===== config.mk =====
export PLATFORM = sky130hd
export DESIGN_NAME = interval_timer
export DESIGN_NICKNAME = d
export VERILOG_FILES = /design/src/logic/soc_pkg.sv /design/src/logic/interval_timer.sv
export SDC_FILE = /design/constraint.sdc
export NUM_CORES = 1
export LEC_CHECK = 0
export CAP_MARGIN = 5
export CORE_ASPECT_RATIO = 1.75
export CORE_MARGIN = 4
export CORE_UTILIZATION = 45
export DETAILED_ROUTE_END_ITERATION = 12
export DONT_BUFFER_PORTS = 1
export SLEW_MARGIN = 20
export SYNTH_ARGS = -nofsm -noshare
export SYNTH_HDL_FRONTEND = slang
export SYNTH_SLANG_ARGS = --single-unit
export TNS_END_PERCENT = 10

===== constraint.sdc =====
create_clock -name i_clock -period 3 [get_ports i_clock]
set_input_delay 0.3 -clock i_clock [delete_from_list [all_inputs] [get_ports i_clock]]
set_output_delay 0.3 -clock i_clock [all_outputs]
set_load 0.02 [all_outputs]

===== src/logic/soc_pkg.sv =====
package soc_pkg;

	// ============================================================
	// Bus geometry
	// ============================================================

	localparam int DATA_W = 32;
	localparam int ADDR_W = 32;

	// One address word, seen from the near bus or from behind the bridge
	typedef union packed {
		struct packed {
			logic [3:0]  region;
			logic [27:0] offset;
		} near;
		struct packed {
			logic [3:0]  region;
			logic [3:0]  device;
			logic [23:0] offset;
		} far;
	} bus_addr_t;

	// ============================================================
	// Address map
	// ============================================================

	localparam logic [3:0] REGION_ROM    = 4'h0;
	localparam logic [3:0] REGION_RAM    = 4'h2;
	localparam logic [3:0] REGION_BRIDGE = 4'h5;

	localparam logic [3:0] DEV_TIMER  = 4'h5;
	localparam logic [3:0] DEV_SYSREG = 4'h9;

	// Memory contents and sizes
	localparam int ROM_WORDS = 64;
	localparam logic [DATA_W-1:0] ROM_STRIDE     = 32'h01010101;
	localparam logic [DATA_W-1:0] ROM_BASE_VALUE = 32'h00c0ffee;
	localparam int RAM_WORDS = 256;

	// Device registers as word indices into the 24-bit far offset
	localparam logic [DATA_W-1:0] DEVICE_ID = 32'd6;
	localparam logic [21:0] REG_ID      = 22'd0;
	localparam logic [21:0] REG_LEDS    = 22'd1;
	localparam logic [21:0] REG_SCRATCH = 22'd2;
	localparam logic [21:0] REG_COUNT   = 22'd0;
	localparam logic [21:0] REG_COMPARE = 22'd1;
	localparam logic [21:0] REG_CONTROL = 22'd2;

endpackage

===== src/logic/interval_timer.sv =====
module interval_timer (
	input  logic                       i_clock,
	input  logic                       i_reset,
	input  logic                       i_request,
	input  logic                       i_rw,
	input  logic [23:0]                i_offset,
	input  logic [soc_pkg::DATA_W-1:0] i_wdata,
	output logic                       o_ready,
	output logic [soc_pkg::DATA_W-1:0] o_rdata,
	output logic                       o_interrupt
);
	import soc_pkg::*;

	logic [DATA_W-1:0] counter;
	logic [DATA_W-1:0] compare;
	logic enable;
	logic pending;

	wire [21:0] word = i_offset[23:2];
	wire access = i_request && !o_ready;
	wire write = access && i_rw;

	always_ff @(posedge i_clock) begin
		if (i_reset) begin
			o_ready <= 1'b0;
			counter <= '0;
			compare <= '0;
			enable <= 1'b0;
			pending <= 1'b0;
		end else begin
			o_ready <= access;
			counter <= counter + 1'b1;
			if (enable && counter == compare)
				pending <= 1'b1;
			if (write && word == REG_COUNT)
				counter <= i_wdata;
			if (write && word == REG_COMPARE)
				compare <= i_wdata;
			// Any control write acknowledges the interrupt
			if (write && word == REG_CONTROL) begin
				enable <= i_wdata[0];
				pending <= 1'b0;
			end
		end
	end

	always_ff @(posedge i_clock) begin
		if (access) begin
			case (word)
				REG_COUNT: o_rdata <= counter;
				REG_COMPARE: o_rdata <= compare;
				REG_CONTROL: o_rdata <= {{(DATA_W-2){1'b0}}, pending, enable};
				default: o_rdata <= '0;
			endcase
		end
	end

	assign o_interrupt = pending;

endmodule


# Word-level counts from Yosys, hierarchy flattened
# Index checks and enable logic that the tools add are counted.
# classes
n_eq_ne	3
n_lt_le_gt_ge	0
bitwise	0
n_mul	0
n_addsub	1
div	0
reduce_logical	9
shifts	0
muxes	2
# ops
op	count
one-hot mux 32 bit (3 select lines)	1
adder 32 x 1 -> 32 bit, second input constant	1
equality test 32 bit	1
2-to-1 mux 32 bit	1
equality test 22 x 1 -> 1 bit, second input constant	1
equality test 22 x 2 -> 1 bit, second input constant	1
zero test 22 bit	1
logical AND 1 bit	6
OR reduction 2 bit	1
zero test 1 bit	1
# totals
ff_bits	99
wordCells	21
latch_bits	0
ramBits	0
mem_bits_ro	0
n_memories	0

# Logic depth before layout (Yosys ltp)
# logic_depth
depth_word	5
ltp_mapped	7
depth_no_buf	6

# Worst setup path after synthesis
# Ideal clock, no wire load.
# synth_timing
path_type	register -> register
start	register o_ready
end	register o_rdata[0] (netlist bit) (enable)
path_slack_ps	716
path_stages_with_launch	2
required_time_ps	2575
arrival_time_ps	1858
period_less_slack_ps	2284
setup_time_ps	425
path_cell_list	dfxtp_1 > nor2b_1
# synth_between
elab_chain_len	2
# synth_lines
item	line_no	source
start: declaration	interval_timer.sv:8	output logic o_ready,
start signal: assignment	interval_timer.sv:31	o_ready <= access;
zero test 1 bit	interval_timer.sv:20	wire access = i_request && !o_ready;
logical AND 1 bit	interval_timer.sv:20	
named net access	interval_timer.sv:20	
end signal: assignment	interval_timer.sv:50	REG_COUNT: o_rdata <= counter;
end signal: assignment	interval_timer.sv:51	REG_COMPARE: o_rdata <= compare;
end signal: assignment	interval_timer.sv:52	REG_CONTROL: o_rdata <= {{(DATA_W-2){1'b0}}, pending, enable};
end: declaration	interval_timer.sv:9	output logic [soc_pkg::DATA_W-1:0] o_rdata,
# The timed path passes the listed nets, and every way through them passes these cells.
# A chain may end at the register's enable or synchronous reset.

# Final worst setup path
# layout_timing
start	register o_ready
end	register counter[31]
# layout_between
elab_chain_len	5
# layout_lines
item	line_no	source
zero test 1 bit	interval_timer.sv:20	
logical AND 1 bit	interval_timer.sv:20	
logical AND 1 bit	interval_timer.sv:21	wire write = access && i_rw;
logical AND 1 bit	interval_timer.sv:35	if (write && word == REG_COUNT)
2-to-1 mux 32 bit	interval_timer.sv:35	
end signal: assignment	interval_timer.sv:32	counter <= counter + 1'b1;
end signal: assignment	interval_timer.sv:36	counter <= i_wdata;
end: declaration	interval_timer.sv:14	logic [DATA_W-1:0] counter;
# No other way between the ends.

==> impl_metrics.tcl <==
set metrics [dict create \
    synth-xor-area-share 0.109 \
    syn_area_um2 4990 \
    routed_wl_mm 11.5 \
    viasPerCell 5.72 \
    grt_pass1_wl_mm 18.1 \
    track_usage 0.184 \
    drc 0 \
    yosys.area.top_type "dfxtp_1" \
    clk_pin_slew_ps 70 \
    synth_seq_cells 99 \
    synth_compound_area_frac 0.0719 \
    yosysSeqAreaShare 0.461 \
    slew_violations 0 \
    clk_path_buf_depth 2 \
    syn-num-nets 544 \
    critPathArrivalTime_ps 2560 \
    synth_area_leaders "dfxtp_1, edfxtp_1, mux2i_1" \
    muxShareOfSynthArea 0.132 \
    cts_resized 0 \
    drv_cap 0 \
    cp_slowest_stage_delay_ps 510 \
    antenna_found_initial 0 \
    synth-simple-area-share 0.186 \
    syn_avg_cell_area_um2 10.3 \
    instances_no_fill 598 \
    ir_worst_vdd_mv 0.340 \
    setup_viol 0 \
    drive_gt1_frac 0.103 \
    synth_top_area_share 0.269 \
    dpl.cell_count 582 \
    io_pins 94 \
    area_growth_pct 6.79 \
    cts-root-buf "clkbuf_16" \
    antenna_cells 0 \
    drt_first_pass_iters 4 \
    drt_iter0_drc 157 \
    timing.final.crit_share 0.772 \
    fp.dieH_um 147 \
    clk-insertion-delay-late_ps 340 \
    fp.dieW_um 87.6 \
    clkSinkCount 99 \
    cts_tree "built" \
    post_cts_buffers 0 \
    start_kind "register" \
    synth_top_family_by_area "simple AND/OR/NAND/NOR gates" \
    worst_pin_slew_ps 1020 \
    grt_max_degree 68 \
    crit_type "register to register" \
    cts_hold_buf 0 \
    finClkSkew_ps 7.11 \
    start_util 0.464 \
    crit_buf_inv 1 \
    row_count 50 \
    crit_required_ps 3250 \
    worstPathMaxFanout 18 \
    port_buffers 0 \
    final_nets 524 \
    wl_per_cell_um 19.3 \
    ant_nets 0 \
    hold_path.class "primary input to register" \
    synthCells 483 \
    grt_overflow 0 \
    netlist-cell-type-count 37 \
    path_cells "nand3b_1, or4_1, or2_1, buf_12, a211oi_1" \
    crit_family "simple AND/OR/NAND/NOR gates" \
    first_global_vias 3415 \
    status "finished, final reports clean" \
    setup_tns_ps 0 \
    endpoint_kind "register" \
    cts_inserted_buffers 9 \
    slowest_stage "or2_1" \
    p_leak_nw 1.75 \
    rsz0062_at_grt "no" \
    coreArea_um2 10800 \
    synthAdderAreaFrac 0.00251 \
    ff2ff_setup_slack_ps 680 \
    max_freq_mhz 432 \
    p_per_area_nw_per_um2 499 \
    dp_hpwl_mm 7.91 \
    place.gp.congestion 0.818 \
    yosys_warnings 0 \
    final_hold_viol_count 0 \
    route.vias.total 3423 \
    period_needed_ps 2320 \
    relSlewSlack 0.319 \
    dieArea_um2 12900 \
    cts-htree-levels 3 \
]
==> worst register-to-register path, stage by stage, from the launching register on <==
cell	delay [ps]
dfxtp_1	400
nand3b_1	290
or4_1	480
or2_1	510
buf_12	300
a211oi_1	230
==> through the flow <==
step / total power [mW] / util / area, um^2 / hold slack (ps) / setup slack (ps)
3_3_place_gp: 1.52 / 0.467 / 5030 / 377 / 530
2_1_floorplan: 1.54 / - / 4990 / 444 / 716
6_report: 2.66 / 0.496 / 5330 / 23.9 / 683
5_1_grt: 2.73 / 0.496 / 5330 / 12.4 / 529
3_5_place_dp: 1.53 / 0.467 / 5030 / 380 / 447
4_1_cts: 2.68 / 0.496 / 5330 / 13.8 / 651
==> sequential cells by signal (all words and copies together), names as in the netlist <==
name / count
o_rdata: 32
counter: 32
enable: 1
o_interrupt: 1
o_ready: 1
compare: 32
==> area by class of cell <==
class	count	area [um^2]
sequential	99	2300
fill	1017	5430
multi-input combinational	348	2520
timing repair buffer	3	35.0
tap	130	163
inverter	2	7.51
clock buffer	16	304
==> metal layers <==
| layer | wire [um] | GRT usage | up-vias |
|---|---|---|---|
| met1 | 4600 | 0.216 | 1650 |
| met3 | 832 | 0.0580 | 9 |
| met4 | 168 | 0.0630 | 0 |
| met5 | 0 | 0 | - |
| li1 | - | - | 1654 |
| met2 | 5950 | 0.310 | 110 |
==> Yosys cell counts, drive strengths merged <==
| master | count |
|---|---|
| a211oi | 31 |
| a21oi | 2 |
| a31oi | 1 |
| and2 | 2 |
| and3 | 4 |
| and4 | 5 |
| buf | 10 |
| clkbuf | 24 |
| dfxtp | 67 |
| edfxtp | 32 |
| ha | 1 |
| inv | 2 |
| mux2i | 66 |
| nand2 | 8 |
| nand2b | 2 |
| nand3 | 14 |
| nand3b | 1 |
| nand4 | 18 |
| nor2 | 104 |
| nor2b | 3 |
| nor3 | 5 |
| nor4 | 12 |
| or2 | 2 |
| or3 | 4 |
| or4 | 1 |
| xnor2 | 37 |
| xor2 | 25 |
==> cells in the final DEF (no fill, tap or decap), drive strengths merged, types with 3 or more instances in the layout <==
cell | netlist | final
nor2b | 3 | 3
a211oi | 31 | 31
xor2 | 25 | 25
dfxtp | 67 | 67
clkbuf | 24 | 16
mux2i | 66 | 66
nor3 | 5 | 5
buf | 10 | 3
edfxtp | 32 | 32
nor4 | 12 | 12
and3 | 4 | 4
and4 | 5 | 5
or3 | 4 | 4
nand2 | 8 | 8
nand4 | 18 | 18
xnor2 | 37 | 37
nand3 | 14 | 14
nor2 | 104 | 104
==> where the power goes <==
| group | total, mW | switching (mW) | leakage (nW) | internal, mW |
|---|---|---|---|---|
| sequential | 1.44 | 0.0387 | 0.862 | 1.41 |
| clock | 1.17 | 0.478 | 0.147 | 0.689 |
| combinational | 0.0485 | 0.0244 | 0.744 | 0.0241 |
| total | 2.66 | 0.541 | 1.75 | 2.12 |
==> kinds of logic (layout without fill, tap and decap cells) <==
| family | Yosys count | count (layout) |
|---|---|---|
| flops | 99 | 99 |
| mux | 66 | 66 |
| compound gates | 34 | 34 |
| fa+ha+maj | 1 | 1 |
| buf+inv | 36 | 21 |
| simple gates | 185 | 185 |
| xor+xnor | 62 | 62 |
==> worst paths after layout <==
path	from	endpoint	cells past startpoint
setup / recovery	o_ready	counter[31]	5
hold / removal	i_reset	compare[17]	1
setup reg to reg	o_ready	counter[31]	5
hold reg to reg	compare[14]	compare[14]	2
Note: power is estimated with default switching activity, not from simulation.
