==> src/logic/soc_pkg.sv <==
package soc_pkg;

	// ============================================================
	// Bus geometry
	// ============================================================

	localparam int DATA_W = 32;
	localparam int ADDR_W = 32;

	// One address word, seen from the near bus or from behind the bridge
	typedef union packed {
		struct packed {
			logic [3:0]  region;
			logic [27:0] offset;
		} near;
		struct packed {
			logic [3:0]  region;
			logic [3:0]  device;
			logic [23:0] offset;
		} far;
	} bus_addr_t;

	// ============================================================
	// Address map
	// ============================================================

	localparam logic [3:0] REGION_ROM    = 4'h0;
	localparam logic [3:0] REGION_RAM    = 4'h2;
	localparam logic [3:0] REGION_BRIDGE = 4'h5;

	localparam logic [3:0] DEV_TIMER  = 4'h5;
	localparam logic [3:0] DEV_SYSREG = 4'h9;

	// Memory contents and sizes
	localparam int ROM_WORDS = 64;
	localparam logic [DATA_W-1:0] ROM_STRIDE     = 32'h01010101;
	localparam logic [DATA_W-1:0] ROM_BASE_VALUE = 32'h00c0ffee;
	localparam int RAM_WORDS = 256;

	// Device registers as word indices into the 24-bit far offset
	localparam logic [DATA_W-1:0] DEVICE_ID = 32'd6;
	localparam logic [21:0] REG_ID      = 22'd0;
	localparam logic [21:0] REG_LEDS    = 22'd1;
	localparam logic [21:0] REG_SCRATCH = 22'd2;
	localparam logic [21:0] REG_COUNT   = 22'd0;
	localparam logic [21:0] REG_COMPARE = 22'd1;
	localparam logic [21:0] REG_CONTROL = 22'd2;

endpackage
==> src/logic/system_registers.sv <==
module system_registers (
	input  logic                       i_clock,
	input  logic                       i_reset,
	input  logic                       i_request,
	input  logic                       i_rw,
	input  logic [23:0]                i_offset,
	input  logic [soc_pkg::DATA_W-1:0] i_wdata,
	output logic                       o_ready,
	output logic [soc_pkg::DATA_W-1:0] o_rdata,
	output logic [7:0]                 o_leds
);
	import soc_pkg::*;

	logic [DATA_W-1:0] scratch;

	wire [21:0] word = i_offset[23:2];
	wire access = i_request && !o_ready;

	always_ff @(posedge i_clock) begin
		if (i_reset) begin
			o_ready <= 1'b0;
			o_leds <= 8'h00;
		end else begin
			o_ready <= access;
			if (access && i_rw && word == REG_LEDS)
				o_leds <= i_wdata[7:0];
		end
	end

	always_ff @(posedge i_clock) begin
		if (access) begin
			if (i_rw && word == REG_SCRATCH)
				scratch <= i_wdata;
			case (word)
				REG_ID: o_rdata <= DEVICE_ID;
				REG_LEDS: o_rdata <= {{(DATA_W-8){1'b0}}, o_leds};
				REG_SCRATCH: o_rdata <= scratch;
				default: o_rdata <= '0;
			endcase
		end
	end

endmodule

==> config.mk <==
export PLATFORM = sky130hd
export DESIGN_NAME = system_registers
export DESIGN_NICKNAME = d
export VERILOG_FILES = /design/src/logic/soc_pkg.sv /design/src/logic/system_registers.sv
export SDC_FILE = /design/constraint.sdc
export NUM_CORES = 1
export LEC_CHECK = 0
export BUFFER_PORTS_ARGS = -buffer_cell sky130_fd_sc_hd__buf_2
export CAP_MARGIN = 20
export CORE_AREA = 4 4 80 82
export CTS_BUF_LIST = sky130_fd_sc_hd__clkbuf_16
export CTS_CLUSTER_DIAMETER = 50
export DETAILED_ROUTE_END_ITERATION = 10
export DIE_AREA = 0 0 84 86
export PLACE_DENSITY = 0.82
export SYNTH_ARGS = -nofsm -noshare
export SYNTH_HDL_FRONTEND = slang
export SYNTH_SLANG_ARGS = --single-unit
==> constraint.sdc <==
create_clock -name i_clock -period 3.14 [get_ports i_clock]
set_clock_uncertainty 0.15 [all_clocks]
set_input_delay 0.628 -clock i_clock [delete_from_list [all_inputs] [get_ports i_clock]]
set_output_delay 0.628 -clock i_clock [all_outputs]
set_load 0.1 [all_outputs]
# Word-level counts from Yosys, hierarchy flattened
# Index checks and enable logic that the tools add are counted.
# classes
add_sub_neg	0
div_mod_pow	0
n_eq_ne	2
n_bitwise	0
n_reduce_logical	7
shift	0
n_lt_le_gt_ge	0
mul	0
n_mux	1
# ops
operator	count
$pmux W32 S3	1
$eq A22 B1 Y1 const B	1
$eq A22 B2 Y1 const B	1
$logic_not A22 Y1	1
$logic_and A1 B1 Y1	4
$reduce_and A2 Y1	1
$logic_not A1 Y1	1
# totals
rom_bits	0
n_memories	0
ram_bits	0
wordCells	14
inputBits	60
latch_bits	0
output_inout_bits	41
reg_bits	73

# Longest topological paths before layout
# Gate-level depths: netlist of run 1.
# depth
word_depth	4
depth_mapped	6
mapped_depth_nobuf	4

# Worst setup path after synthesis of run 1
# No wires, ideal clock.
# synth_timing
path_type	input to register
startpoint	input i_offset[7]
endpoint	register scratch[0], enable pin
path_stages	6
arrival_time_ps	2382
path_buffers	2
required_time_ps	2598
setup_time_ps	392
path_slack_ps	216
path_cell_list	nor4_1 -> and2_1 -> buf_2 -> and3_4 -> buf_6 -> and2_1
# synth_between
elab_chain_len	3
# synth_lines
element	line	text
start: declaration	system_registers.sv:6	input logic [23:0] i_offset,
$eq A22 B2 Y1	system_registers.sv:32	if (i_rw && word == REG_SCRATCH)
$logic_and A1 B1 Y1	system_registers.sv:32	
$reduce_and A2 Y1 (no line)	n/a	
end signal: assignment	system_registers.sv:33	scratch <= i_wdata;
end: declaration	system_registers.sv:14	logic [DATA_W-1:0] scratch;
# Every way passes these cells.
# A chain may end at the register's enable or synchronous reset.

# Final worst setup path of run 1
# layout_timing
startpoint	input i_offset[7]
endpoint	register scratch[29], enable pin
# Same word-level chain as after synthesis.

==> reports/qor.yml, run 1 <==
synth.distinct_cells: 21
grt_max_degree: 34
critical_path.max_stage_delay_ps: 390
io-pin-count: 101
die-area_sq_mm: 0.00722
antenna_left: 0
maxSlewHeadroom_pct: 41.4
slew_violations: 0
synth_fp_nets: 228
htree_levels: 3
routed_wl_mm: 4.98
cts_post_setup_buffers_inserted: 0
drc: 0
cts-hold-fix-buffers: 0
worst_ep_required_time_ps: 3000
synth_xor_area_share_pct: 0
holdPathStages: 1
seqPwrFrac_pct: 47.9
die_y_microns: 86
drt-wirelength-per-cell_microns: 13.9
clkPwrFrac_pct: 42.4
nNetsFinal: 337
end_kind: "register"
startpoint_type: "input port"
die_w_microns: 84
pwr_density_cell_mw_per_mm2: 630
clk_path_buf_depth: 2
reg2regPathDepth: 3
place.gp.congestion: 0.828
rows: 28
numClockSinks: 73
synthAdderAreaFrac_pct: 0
final_cell_mix: "buf_2, edfxtp_1, and2_1"
max_freq_mhz: 446
clk_pin_slew_ps: 60
fin_crit_ps: 2240
fillCellCount: 473
max_cap_violations: 0
tightest_slew_ps: 876
ir_worst_vdd_v: 0.000417
status: "finished, final reports clean"
switching_share_pct: 22.9
antenna_found_initial: 0
final_area_sq_mm: 0.00357
finalSetupViolCount: 0
yosys_warnings: 0
min_period_over_period_pct: 71.4
worstHoldPathType: "in2reg"
avgViaCountPerCell: 4.82
synth_top_family_by_area: "simple AND/OR/NAND/NOR gates"
layout.cells.non_filler: 357
synth-simple-area-share_pct: 13.8
clock_latency_ps: 320
final_hold_viol_count: 0
worstPathArrival_ps: 2100
placed_area_sq_mm: 0.00327
rsz0062_at_grt: "false"
fp.coreArea_sq_mm: 0.00575
synthMuxAreaShare_pct: 0
critical_path.slowest_cell: "nor4_1"
layout_commonest_cell: "buf_2"
cp_common_cell: "and2_1"
drive_gt1_share_pct: 42.9
ys_seq_area_share_pct: 78.5
grt_pass1_vias: 1705
p_int_mw: 1.73
synthesis.area_sq_mm: 0.00268
cts_resized: 0
synth_compound_area_share_pct: 5.42
antenna_cells: 0
dp_hpwl_mm: 3.78
worstSetupPathType: "in2reg"
drt_first_pass_iters: 5
path_max_fanout: 15
cp_cell_sequence: "buf_2 > nor4_1 > and2_1 > and3_4 > and2_1 > buf_4"
start_util_pct: 46.6
port_buffers: 98
syn_inst: 168
grt_pass1_wl_mm: 8.02
synth.avg_cell_area_sq_um: 15.9
num_vias: 1721
cts_made_buffers: 9
p_sw_uw: 514
comb_power_share_pct: 9.6
dp.cells: 341
holdWs_ps: 331
grt_overflow_total: 0
grt_use_total_pct: 14.4
p_total_mw: 2.25
clockRootBuffer: "clkbuf_16"
ys_seq_elements: 73
cts_tree: "built"
tns_ps: 0
first_iter_violations: 38
power_leakage_nw: 1.45
synthToLayoutAreaGrowth_pct: 33.2
metal layers:
layer / GRT usage (%) / vias to the layer above / share of wire, %
met2: 24.6 / 73 / 52
met3: 3.75 / 9 / 7.2
met4: 7.02 / 0 / 1.4
met1: 16.9 / 792 / 39
met5: 0 / - / 0
li1: - / 847 / -
worst paths after layout:
check	start	end	slack (ps)
setup reg to reg	o_ready	scratch[29]	1460
hold reg to reg	o_leds[2]	o_leds[2]	350
setup / recovery	i_offset[7]	scratch[29]	900
hold / removal	i_wdata[15]	scratch[15]	330
cell families after synthesis:
kind of cell,Yosys count
flops,73
buf+inv,10
simple gates,59
compound gates,26
cells in the mapped netlist:
master,count,area share (%)
and3_4,1,0.42
and2_0,1,0.23
nor4_2,3,1.4
nor4_1,1,0.23
clkbuf_1,1,0.14
inv_1,3,0.42
buf_2,3,0.56
nor2_1,10,1.4
buf_4,1,0.28
nor2b_1,4,0.93
a21oi_1,12,2.2
and3b_1,1,0.33
nand2_1,1,0.14
and4_1,1,0.33
and2_1,26,6.1
o21ai_1,8,1.5
nand4_1,10,2.3
dfxtp_1,9,6.7
edfxtp_1,64,72
buf_6,2,0.84
a22oi_1,6,1.7
through the flow:
step | setup slack (ps) | util [%]
after detailed placement | 531 | 57.0
final | 899 | 62.1
after global routing | 771 | 62.1
after global placement | 581 | 57.0
after floorplan | 216 | -
after CTS | 868 | 62.1
worst max-delay path, delay by kind of cell:
kind	cells	cell delay (ps)
and+or+nand+nor	4	1080
buffers and inverters	2	380
area by class of cell:
| cell class | instances | area [sq um] | share of cell area, % |
|---|---|---|---|
| tap | 75 | 93.8 | 2.63 |
| multi-input combinational | 85 | 523 | 14.7 |
| timing repair buffer | 105 | 543 | 15.2 |
| clock buffer | 11 | 275 | 7.72 |
| sequential | 73 | 2100 | 58.9 |
| clock inverter | 5 | 18.8 | 0.526 |
| inverter | 3 | 11.3 | 0.316 |
registers in the layout, summed over array words and instances (netlist names):
name,flops
o_leds,8
scratch,32
o_rdata,32
o_ready,1
power groups by stage:
stage | clock network [mW] | logic [mW] | registers [mW]
after global placement | 0 | 0.215 | 1.10
after detailed placement | 0 | 0.217 | 1.10
after floorplan | 0 | 0.0209 | 1.23
final | 0.954 | 0.216 | 1.08
after global routing | 1.01 | 0.225 | 1.08
after CTS | 0.970 | 0.217 | 1.08
(Power assumes the default switching activity.)
==> run 2, diff against run 1 <==
==> constraint.sdc (replaced) <==
create_clock -name i_clock -period 2.22 [get_ports i_clock]
set_clock_uncertainty 0.15 [all_clocks]
set_input_delay 0.444 -clock i_clock [delete_from_list [all_inputs] [get_ports i_clock]]
set_output_delay 0.444 -clock i_clock [all_outputs]
set_load 0.1 [all_outputs]
==> run 2 against run 1 <==
Against the previous run:
- first-iteration DRC count is 89% higher
- power is 37% higher
- utilization is 0.28 points higher
- combinational power is 45% higher
- critical path type is now reg2out
- highest routed layer unchanged
==> reports/qor.yml, run 2 (synthesis gave the netlist of run 1 again) <==
grt_max_degree: 25
io-pin-count: 101
rrSetupSlack_ps: 640
clockRootBuffer: "clkbuf_16"
clock_latency_ps: 320
cp_cell_sequence: "buf_2"
routed_wl_mm: 5.06
rsz0062_at_grt: "false"
die_w_microns: 84
nNetsFinal: 338
critical_path.slowest_cell: "buf_2"
path_max_fanout: 3
status: "finished, final reports clean"
power_leakage_nw: 1.43
pwr_density_cell_mw_per_mm2: 857
rows: 28
path_buf_inv: 1
drc: 0
end_kind: "output port"
worst_ep_required_time_ps: 1630
cts_post_setup_buffers_inserted: 0
startpoint_type: "register"
worstHoldPathType: "in2reg"
drt_first_pass_iters: 4
slew_violations: 0
first_iter_violations: 72
grt_use_total_pct: 15.0
max_cap_violations: 0
worstPathArrival_ps: 1170
drive_gt1_share_pct: 44.5
reg2regPathDepth: 4
final_area_sq_mm: 0.00358
fp.coreArea_sq_mm: 0.00575
grt_pass1_wl_mm: 8.22
finalSetupViolCount: 0
avgViaCountPerCell: 4.79
worstSetupPathType: "reg2out"
ir_worst_vdd_v: 0.000441
fin_crit_ps: 1760
antenna_cells: 0
grt_overflow_total: 0
critical_path.max_stage_delay_ps: 450
synthToLayoutAreaGrowth_pct: 33.8
antenna_left: 0
final_hold_viol_count: 0
min_period_over_period_pct: 79.2
dp_hpwl_mm: 3.78
final_cell_mix: "buf_2, edfxtp_1, and2_1"
clk_path_buf_depth: 2
die-area_sq_mm: 0.00722
tns_ps: 0
htree_levels: 3
cts-hold-fix-buffers: 0
tightest_slew_ps: 511
cts_made_buffers: 9
cp_top_family: "buffers and inverters"
numClockSinks: 73
port_buffers: 98
drt-wirelength-per-cell_microns: 14.1
holdPathStages: 1
antenna_found_initial: 0
cts_tree: "built"
clk_pin_slew_ps: 50
start_util_pct: 46.6
maxSlewHeadroom_pct: 66.2
top_regs: "o_rdata x32, scratch x32, o_leds x8"
place.gp.congestion: 0.863
grt_pass1_vias: 1711
num_vias: 1716
placed_area_sq_mm: 0.00332
worstSetupPathDepth: 1
cts_resized: 0
layout_commonest_cell: "buf_2"
die_y_microns: 86
max_freq_mhz: 568
==> run 2: where the power goes <==
part / leakage, nW / internal, mW / switching [mW]
logic: 0.621 / 0.0677 / 0.245
registers: 0.685 / 1.52 / 0.00621
clock network: 0.126 / 0.740 / 0.495
==> run 2: final timing paths <==
check | from | end
worst max-delay path | o_ready | o_ready
worst min-delay path | i_wdata[21] | scratch[21]
worst max register to register | o_ready | o_leds[7]
worst min register to register | o_leds[1] | o_leds[1]
==> run 2: through the flow <==
stage	hold slack (ps)	std cells	setup WS [ps]	util, %	power (mW)
6_report	151	358	461	62.4	3.07
2_1_floorplan	347	168	2.67	-	1.77
5_1_grt	137	358	394	62.4	3.18
3_3_place_gp	332	342	162	57.8	1.86
4_1_cts	138	358	447	62.4	3.10
3_5_place_dp	335	342	136	57.8	1.87
==> run 2: layer usage <==
metal	global-route usage [%]	wire length (microns)	vias to the layer above	part of all wire, %
li1	-	-	854	-
met1	19.2	2150	774	42
met2	24.3	2470	83	49
met3	3.17	353	5	7.0
met4	7.89	91	0	1.8
met5	0	0	-	0
==> run 2: layout make-up <==
type                            count  area, sq um
Fill cell                         446         2160
Clock buffer                        9          225
Tap cell                           75         93.8
Sequential cell                    73         2100
Inverter                            3         11.3
Timing Repair Buffer              106          588
Multi-Input combinational cell     85          526
Clock inverter                      7         37.5
