**src/logic/soc_pkg.sv**
```systemverilog
package soc_pkg;

	// ============================================================
	// Bus geometry
	// ============================================================

	localparam int DATA_W = 32;
	localparam int ADDR_W = 32;

	// One address word, seen from the near bus or from behind the bridge
	typedef union packed {
		struct packed {
			logic [3:0]  region;
			logic [27:0] offset;
		} near;
		struct packed {
			logic [3:0]  region;
			logic [3:0]  device;
			logic [23:0] offset;
		} far;
	} bus_addr_t;

	// ============================================================
	// Address map
	// ============================================================

	localparam logic [3:0] REGION_ROM    = 4'h0;
	localparam logic [3:0] REGION_RAM    = 4'h2;
	localparam logic [3:0] REGION_BRIDGE = 4'h5;

	localparam logic [3:0] DEV_TIMER  = 4'h5;
	localparam logic [3:0] DEV_SYSREG = 4'h9;

	// Memory contents and sizes
	localparam int ROM_WORDS = 64;
	localparam logic [DATA_W-1:0] ROM_STRIDE     = 32'h01010101;
	localparam logic [DATA_W-1:0] ROM_BASE_VALUE = 32'h00c0ffee;
	localparam int RAM_WORDS = 256;

	// Device registers as word indices into the 24-bit far offset
	localparam logic [DATA_W-1:0] DEVICE_ID = 32'd6;
	localparam logic [21:0] REG_ID      = 22'd0;
	localparam logic [21:0] REG_LEDS    = 22'd1;
	localparam logic [21:0] REG_SCRATCH = 22'd2;
	localparam logic [21:0] REG_COUNT   = 22'd0;
	localparam logic [21:0] REG_COMPARE = 22'd1;
	localparam logic [21:0] REG_CONTROL = 22'd2;

endpackage
```
**src/logic/peripheral_bridge.sv**
```systemverilog
module peripheral_bridge (
	input  logic                       i_clock,
	input  logic                       i_reset,

	input  logic                       i_near_request,
	input  logic                       i_rw,
	input  soc_pkg::bus_addr_t         i_address,
	input  logic [soc_pkg::DATA_W-1:0] i_wdata,
	output logic                       o_near_ready,
	output logic [soc_pkg::DATA_W-1:0] o_near_rdata,

	output logic                       o_far_rw,
	output logic [23:0]                o_far_offset,
	output logic [soc_pkg::DATA_W-1:0] o_far_wdata,

	output logic                       o_sysreg_request,
	input  logic                       i_sysreg_ready,
	input  logic [soc_pkg::DATA_W-1:0] i_sysreg_rdata,
	output logic                       o_timer_request,
	input  logic                       i_timer_ready,
	input  logic [soc_pkg::DATA_W-1:0] i_timer_rdata
);
	import soc_pkg::*;

	logic far_busy;
	logic [3:0] far_device;
	logic miss_ready;
	logic far_ready;
	logic [DATA_W-1:0] far_rdata;

	wire sysreg_select = (far_device == DEV_SYSREG);
	wire timer_select = (far_device == DEV_TIMER);

	// Idle only once the near side has seen its ready
	wire accept = i_near_request && !far_busy && !o_near_ready;

	// ============================================================
	// Far transaction
	// ============================================================

	always_ff @(posedge i_clock) begin
		if (i_reset) begin
			far_busy <= 1'b0;
			o_near_ready <= 1'b0;
			miss_ready <= 1'b0;
		end else begin
			o_near_ready <= far_busy && far_ready;
			miss_ready <= far_busy && !sysreg_select && !timer_select && !miss_ready;
			if (accept)
				far_busy <= 1'b1;
			else if (far_ready)
				far_busy <= 1'b0;
		end
	end

	// Latched copy of the near request
	always_ff @(posedge i_clock) begin
		if (accept) begin
			far_device <= i_address.far.device;
			o_far_offset <= i_address.far.offset;
			o_far_rw <= i_rw;
			o_far_wdata <= i_wdata;
		end
		if (far_busy && far_ready)
			o_near_rdata <= far_rdata;
	end

	assign o_sysreg_request = far_busy && sysreg_select;
	assign o_timer_request = far_busy && timer_select;

	// Unknown devices answer zero
	always_comb begin
		if (sysreg_select) begin
			far_ready = i_sysreg_ready;
			far_rdata = i_sysreg_rdata;
		end else if (timer_select) begin
			far_ready = i_timer_ready;
			far_rdata = i_timer_rdata;
		end else begin
			far_ready = miss_ready;
			far_rdata = '0;
		end
	end

endmodule

```
**config.mk**
```make
export PLATFORM = sky130hd
export DESIGN_NAME = peripheral_bridge
export DESIGN_NICKNAME = d
export VERILOG_FILES = /design/src/logic/soc_pkg.sv /design/src/logic/peripheral_bridge.sv
export SDC_FILE = /design/constraint.sdc
export NUM_CORES = 1
export LEC_CHECK = 0
export BUFFER_PORTS_ARGS = -buffer_cell sky130_fd_sc_hd__buf_2
export CAP_MARGIN = 10
export CORE_AREA = 5 5 86 104
export DETAILED_ROUTE_END_ITERATION = 12
export DIE_AREA = 0 0 91 109
export MAX_ROUTING_LAYER = met4
export PLACE_DENSITY = 0.83
export SKIP_LAST_GASP = 1
export SYNTH_ARGS = -nofsm -noshare
export SYNTH_HDL_FRONTEND = slang
export SYNTH_SLANG_ARGS = --single-unit
```
**constraint.sdc**
```tcl
create_clock -name i_clock -period 14.1 [get_ports i_clock]
set_clock_uncertainty 0.15 [all_clocks]
set_input_delay 1.41 -clock i_clock [delete_from_list [all_inputs] [get_ports i_clock]]
set_output_delay 1.41 -clock i_clock [all_outputs]
set_load 0.03 [all_outputs]
```
### Yosys cells after proc, flatten, opt, wreduce, memory -nomap -nowiden

Cells that the tools add are included.

* register bits after elaboration: 96
* output and inout bits: 92
* logic and storage cells: 30

* equality and inequality tests: 2
* muxes and demuxes: 6
* reductions and logical operators: 14

Operator list (number)
* two-way mux 32 bit: 2
* logical AND 1 bit: 8
* zero test 1 bit: 5
* equality test 4 x 3 -> 1 bit, second input constant: 1
* equality test 4 bit, second input constant: 1
* two-way mux 1 bit: 4
* nonzero test 2 bit: 1

### Longest topological paths before layout

Gate-level depths: netlist (run 1).

* word-level depth: 5
* depth in mapped cells: 4
* mapped depth without buffers: 3

### Worst setup path before layout (run 1)

OpenSTA, ideal clock, no wires.

* path kind: input to register
* start point: input port i_near_request
* end point: register far_device[0] (enable)
* setup time: 0.570 ns
* data arrival time: 5.882 ns
* required time: 13.380 ns
* setup slack: 7.498 ns
* stages on the path: 1
* buffers on the path: 0
* cell sequence: nor3b_1

* word-level cells in the longest chain between the ends: 2

RTL lines
* start: declaration: RTL line peripheral_bridge.sv:5 `input logic i_near_request,`
* logical AND 1 bit (2 in a row): RTL line peripheral_bridge.sv:35 `wire accept = i_near_request && !far_busy && !o_near_ready;`
* end signal: assignment: RTL line peripheral_bridge.sv:59 `far_device <= i_address.far.device;`
* end: declaration: RTL line peripheral_bridge.sv:26 `logic [3:0] far_device;`

No other way between the ends.
A chain may end at the register's enable or synchronous reset.

### Worst setup path in the final report (run 1)

* start point: register far_device[2]
* end point: output port o_sysreg_request

* word-level cells in the longest chain between the ends: 2

RTL lines
* equality test 4 bit: RTL line peripheral_bridge.sv:31 `wire sysreg_select = (far_device == DEV_SYSREG);`
* logical AND 1 bit: RTL line peripheral_bridge.sv:68 `assign o_sysreg_request = far_busy && sysreg_select;`
* end: declaration: RTL line peripheral_bridge.sv:16 `output logic o_sysreg_request,`

No other way between the ends.

==> results.sh, run 1 <==
export IMPL_status="complete, no violations"
export IMPL_start_util_pct=42.7
export IMPL_grt_antenna_before_repair=0
export IMPL_via_count=2281
export IMPL_syn_avg_cell_area_um2=22.0
export IMPL_routedWlPerCell_um=16.8
export IMPL_grt_overflow_total=0
export IMPL_ant_nets=0
export IMPL_vias_per_cell=4.74
export IMPL_cts_sinks=96
export IMPL_required_ns=12.54
export IMPL_firstDrtPassIters=4
export IMPL_end_kind="primary output"
export IMPL_ctsHtreeMaxLevel=3
export IMPL_leakage_nw=2.04
export IMPL_root_buffer="clkbuf_8"
export IMPL_drive_gt1_share_pct=63.0
export IMPL_vdd_drop_max_mv=0.0863
export IMPL_fin_crit_ns=3.31
export IMPL_setup_viol=0
export IMPL_critical_path_class="register to primary output"
export IMPL_syn_inst=153
export IMPL_path_max_fanout=35
export IMPL_clkLatencyLatePin_ns=0.34
export IMPL_port_buffers=221
export IMPL_cts_setup_buffers=0
export IMPL_rows=36
export IMPL_syn_nets=287
export IMPL_hold_viol_final=0
export IMPL_cts_hold_buffers=0
export IMPL_place_gp_congestion=0.741
export IMPL_clkTransAtPathRegs_ns=0.08
export IMPL_yosysWarnings=0
export IMPL_track_usage_pct=16.4
export IMPL_fin_ws_ns=10.79
export IMPL_die_w_um=91
export IMPL_min_path_type="register to register"
export IMPL_p_per_area_nw_per_um2=127
export IMPL_final_cell_mix="buf_2, edfxtp_1, a22o_1, clkbuf_8"
export IMPL_ys_types=22
export IMPL_ys_ff_latch=96
export IMPL_numCtsBuffers=9
export IMPL_grt_pass1_wl_um=12100
export IMPL_grt_max_degree=58
export IMPL_die_area_um2=9920
export IMPL_cts_tree="yes"
export IMPL_antenna_cells=0
export IMPL_max_stage_delay_ns=0.43
export IMPL_area_growth_pct=41.2
export IMPL_tightest_slew_ns=0.974
export IMPL_grt_pass1_vias=2469
export IMPL_fp_dieH_um=109
export IMPL_first_iter_violations=115
export IMPL_core_area_um2=7880
export IMPL_fin_crit_sh_pct=23.5
export IMPL_relSlewSlack_pct=34.9
export IMPL_path_cells="and4bb_1, buf_4, and2_1, buf_2"
export IMPL_ys_seq_area_share_pct=84.9
export IMPL_syn_cell_area_um2=3360
export IMPL_maxCapViolCount=0
export IMPL_fin_tns_setup_ns=0
export IMPL_pre_cts_slack_ns=10.92
export IMPL_final_nets=515
export IMPL_slew_viol_final=0
export IMPL_max_freq_mhz=302
export IMPL_pin_count=226
export IMPL_rsz0062_at_grt="no"
export IMPL_final_common_cell="buf_2"
export IMPL_routed_wl_um=8070
export IMPL_critical_path_arrival_ns=1.75
export IMPL_clockBufferDepth=2
export IMPL_drc=0
export IMPL_cpMaxStageDelayCell="edfxtp_1"
export IMPL_cts_resized=0
export IMPL_start_kind="register"
==> critical path: cells and delay by family, from the launching register on <==
kind                   cells  cell delay, ns
buffers and inverters      2            0.53
DFF                        1            0.43
and+or+nand+nor            2            0.45
==> area by class of cell <==
class,instances,area [um2]
multi-input combinational,49,455
clock inverter,6,60.1
timing repair buffer,224,1130
inverter,1,3.75
sequential,96,2850
clock buffer,10,128
tap,95,119
fill,623,3140
==> registers in the layout (all words and copies together), names as in the netlist <==
name	cells
o_far_wdata	32
o_near_rdata	32
o_far_offset	24
far_device	4
far_busy	1
miss_ready	1
o_far_rw	1
o_near_ready	1
==> synthesized netlist by cell type, drive strengths merged <==
library cell  count  area, um2
and2              2       12.5
nor3b             2       26.3
nand2b            2       20.0
and4bb            1       12.5
a21boi            1       7.51
inv               1       3.75
edfxtp           93       2790
a21o              1       7.51
a32o              1       10.0
buf               7       66.3
nor4              1       6.26
a22o             32        280
nand4b            1       8.76
dfxtp             3       60.1
a21oi             1       5.00
a221oi            1       26.3
and3              1       6.26
nand2             1       3.75
nor2b             1       6.26
==> through the flow <==
step | total power [mW] | area (um2) | instances | hold slack (ns) | utilization (%)
finish | 0.602 | 4750 | 481 | 0.386 | 60.2
global route | 0.633 | 4750 | 481 | 0.430 | 60.2
CTS | 0.611 | 4750 | 481 | 0.389 | 60.2
detailed placement | 0.443 | 4560 | 465 | 0.375 | 57.8
global placement | 0.440 | 4560 | 465 | 0.372 | 57.8
floorplan | 0.406 | 3360 | 153 | 0.320 | -
==> report_power, final <==
part	switching [mW]	internal (mW)	total, mW	leakage (nW)
Sequential	0.00572	0.337	0.343	0.893
Combinational	0.0614	0.0304	0.0918	1.06
Clock	0.0859	0.0812	0.167	0.0937
==> layer usage <==
layer,share of wire (%),wire [um],global-route usage (%),up-vias
met5,0,0,-,-
met4,1.0,83,6.92,0
met3,11,856,5.80,7
met2,54,4350,27.7,137
met1,34,2780,17.5,1051
li1,-,-,-,1086
==> cells by family (layout without fill, tap and decap cells) <==
family	after synthesis	count (layout)	share of synthesized area (%)
and+or+nand+nor	12	12	3.05
DFF	96	96	84.9
buffers and inverters	8	241	2.08
AOI/OAI and AO/OA	37	37	10.0
==> final timing paths <==
path	slack, ns	cells after the start	to	from
worst max-delay path	10.79	4	o_sysreg_request	far_device[2]
worst min-delay path	0.39	2	o_near_ready	far_busy
worst min register to register	0.39	2	o_near_ready	far_busy
worst max register to register	11.60	4	o_near_rdata[6]	far_device[2]
No activity file was read; power rests on OpenSTA's default activity.
==> inputs of run 2 (changes only) <==
--- a/config.mk
+++ b/config.mk
@@ -7,11 +7,11 @@
 export LEC_CHECK = 0
 export BUFFER_PORTS_ARGS = -buffer_cell sky130_fd_sc_hd__buf_2
 export CAP_MARGIN = 10
-export CORE_AREA = 5 5 86 104
+export CORE_AREA = 5 5 89 108
 export DETAILED_ROUTE_END_ITERATION = 12
-export DIE_AREA = 0 0 91 109
+export DIE_AREA = 0 0 94 113
 export MAX_ROUTING_LAYER = met4
-export PLACE_DENSITY = 0.83
+export PLACE_DENSITY = 0.77
 export SKIP_LAST_GASP = 1
 export SYNTH_ARGS = -nofsm -noshare
 export SYNTH_HDL_FRONTEND = slang
==> constraint.sdc (replaced) <==
create_clock -name i_clock -period 3.3 [get_ports i_clock]
set_clock_uncertainty 0.15 [all_clocks]
set_input_delay 0.33 -clock i_clock [delete_from_list [all_inputs] [get_ports i_clock]]
set_output_delay 0.33 -clock i_clock [all_outputs]
set_load 0.03 [all_outputs]
==> results.sh, run 2 (synthesized netlist as in run 1, its figures left out) <==
export IMPL_status="complete, no violations"
export IMPL_cts_sinks=96
export IMPL_numCtsBuffers=9
export IMPL_max_freq_mhz=425
export IMPL_p_int_mw=2.04
export IMPL_die_area_um2=10600
export IMPL_start_kind="register"
export IMPL_cts_hold_buffers=59
export IMPL_hpwlAfterDp_um=6410
export IMPL_fin_crit_ns=2.35
export IMPL_routedWlPerCell_um=16.3
export IMPL_core_area_um2=8430
export IMPL_via_count=2542
export IMPL_routed_wl_um=9190
export IMPL_r2r_end="o_near_rdata[31]"
export IMPL_tightest_slew_ns=0.955
export IMPL_vdd_drop_max_mv=0.313
export IMPL_port_buffers=221
export IMPL_track_usage_pct=17.8
export IMPL_hp_start="i_wdata[1]"
export IMPL_combPwrFrac_pct=16.6
export IMPL_fill_cells=645
export IMPL_final_util_pct=64.2
export IMPL_slew_viol_final=0
export IMPL_relSlewSlack_pct=36.1
export IMPL_vias_per_cell=4.51
export IMPL_max_stage_delay_ns=0.44
export IMPL_reg2reg_depth=3
export IMPL_whs_path_depth=1
export IMPL_pin_count=226
export IMPL_area_growth_pct=60.8
export IMPL_rsz0062_at_grt="no"
export IMPL_ctsHtreeMaxLevel=3
export IMPL_firstDrtPassIters=4
export IMPL_regArea_um2=2850
export IMPL_fin_cells=564
export IMPL_rows=37
export IMPL_power_mw=2.72
export IMPL_fp_dieH_um=113
export IMPL_place_gp_congestion=0.767
export IMPL_cts_setup_buffers=0
export IMPL_place_inst=487
export IMPL_grt_antenna_before_repair=1
export IMPL_cpMaxStageDelayCell="edfxtp_1"
export IMPL_path_cells="and4bb_1, buf_4, and2_1, buf_2"
export IMPL_largestRegisters="o_far_wdata x32, o_near_rdata x32, o_far_offset x24"
export IMPL_final_common_cell="buf_2"
export IMPL_path_max_fanout=34
export IMPL_switchingPower_uw=685
export IMPL_cts_resized=0
export IMPL_end_kind="primary output"
export IMPL_rr_startpoint="far_device[2]"
export IMPL_grt_pass1_vias=2835
export IMPL_maxCapViolCount=0
export IMPL_required_ns=2.82
export IMPL_clockPowerShare_pct=29.4
export IMPL_power_share_switching_pct=25.1
export IMPL_drc=0
export IMPL_fin_tns_setup_ns=0
export IMPL_finalInstanceArea_um2=5410
export IMPL_final_cell_mix="buf_2, edfxtp_1, dlygate4sd3_1, a22o_1, clkbuf_8"
export IMPL_setup_viol=0
export IMPL_clockBufferDepth=2
export IMPL_grt_pass1_wl_um=13900
export IMPL_hold_viol_final=0
export IMPL_die_w_um=94
export IMPL_min_path_type="primary input to register"
export IMPL_start_util_pct=39.9
export IMPL_first_iter_violations=45
export IMPL_cts_tree="yes"
export IMPL_placed_cell_area_um2=4590
export IMPL_seqPwrFrac_pct=54.0
export IMPL_grt_overflow_total=0
export IMPL_p_per_area_nw_per_um2=504
export IMPL_final_nets=575
export IMPL_whs_endpoint="o_far_wdata[1]"
export IMPL_leakage_nw=2.30
export IMPL_root_buffer="clkbuf_8"
export IMPL_rrSetupSlack_ns=1.11
export IMPL_clkTransAtPathRegs_ns=0.08
export IMPL_critical_path_arrival_ns=1.87
export IMPL_drive_gt1_share_pct=54.3
export IMPL_multi_input_area_um2=462
export IMPL_critical_path_class="register to primary output"
export IMPL_clkLatencyLatePin_ns=0.35
export IMPL_fin_crit_sh_pct=71.3
export IMPL_grt_max_degree=63
export IMPL_ant_nets=0
run 2: changes by cell type in the layout (fill, tap and decap cells not counted), sizes merged:
cell         before  now
bufinv            1    2
clkinv            4    3
clkbuf           10    9
dlygate4sd3       0   60
clkinvlp          1    2
diode             0    1
run 2: critical path, delay by kind of cell (launching register included):
kind          cells  cell delay [ns]
buf+inv           2             0.55
simple gates      2             0.53
flops             1             0.44
run 2: worst max-delay path by stage:
| stage | from | to | slack (ns) | depth (start not counted) |
|---|---|---|---|---|
| CTS | far_device[2] | o_sysreg_request | 0.90 | 4 |
| global placement | far_device[2] | o_near_rdata[15] | 1.16 | 3 |
| finish | far_device[2] | o_sysreg_request | 0.95 | 4 |
| global route | far_device[2] | o_sysreg_request | 0.82 | 4 |
| detailed placement | far_device[2] | o_near_rdata[18] | 1.09 | 3 |
| floorplan | far_device[2] | o_near_rdata[0] | 0.27 | 4 |
run 2: cell type report:
type                       count  area share (%)
tap                          117            2.71
sequential                    96            52.8
timing repair buffer         284            32.0
clock buffer                   9            2.29
clock inverter                 7            1.60
inverter                       1          0.0694
multi-input combinational     49            8.54
antenna                        1          0.0463
run 2: metrics by stage:
stage / hold slack (ns) / setup slack [ns]
floorplan: 0.279 / 0.268
global placement: 0.356 / 1.16
detailed placement: 0.358 / 1.09
CTS: 0.00827 / 0.899
global route: 0.0129 / 0.821
finish: 0.0432 / 0.946
run 2: power groups by stage:
stage                     combinational [mW]  sequential (mW)  clock (mW)
after global placement                 0.392             1.49           0
after global routing                   0.479             1.48       0.871
after CTS                              0.453             1.47       0.812
final                                  0.452             1.47       0.800
after floorplan                       0.0770             1.65           0
after detailed placement               0.397             1.50           0
run 2: routing by layer:
| metal | track usage, % | share of wire (%) | vias to the layer above |
|---|---|---|---|
| met5 | - | 0 | - |
| met4 | 6.84 | 2.2 | 0 |
| met3 | 6.25 | 10 | 18 |
| met2 | 31.5 | 53 | 150 |
| met1 | 17.8 | 35 | 1164 |
| li1 | - | - | 1210 |
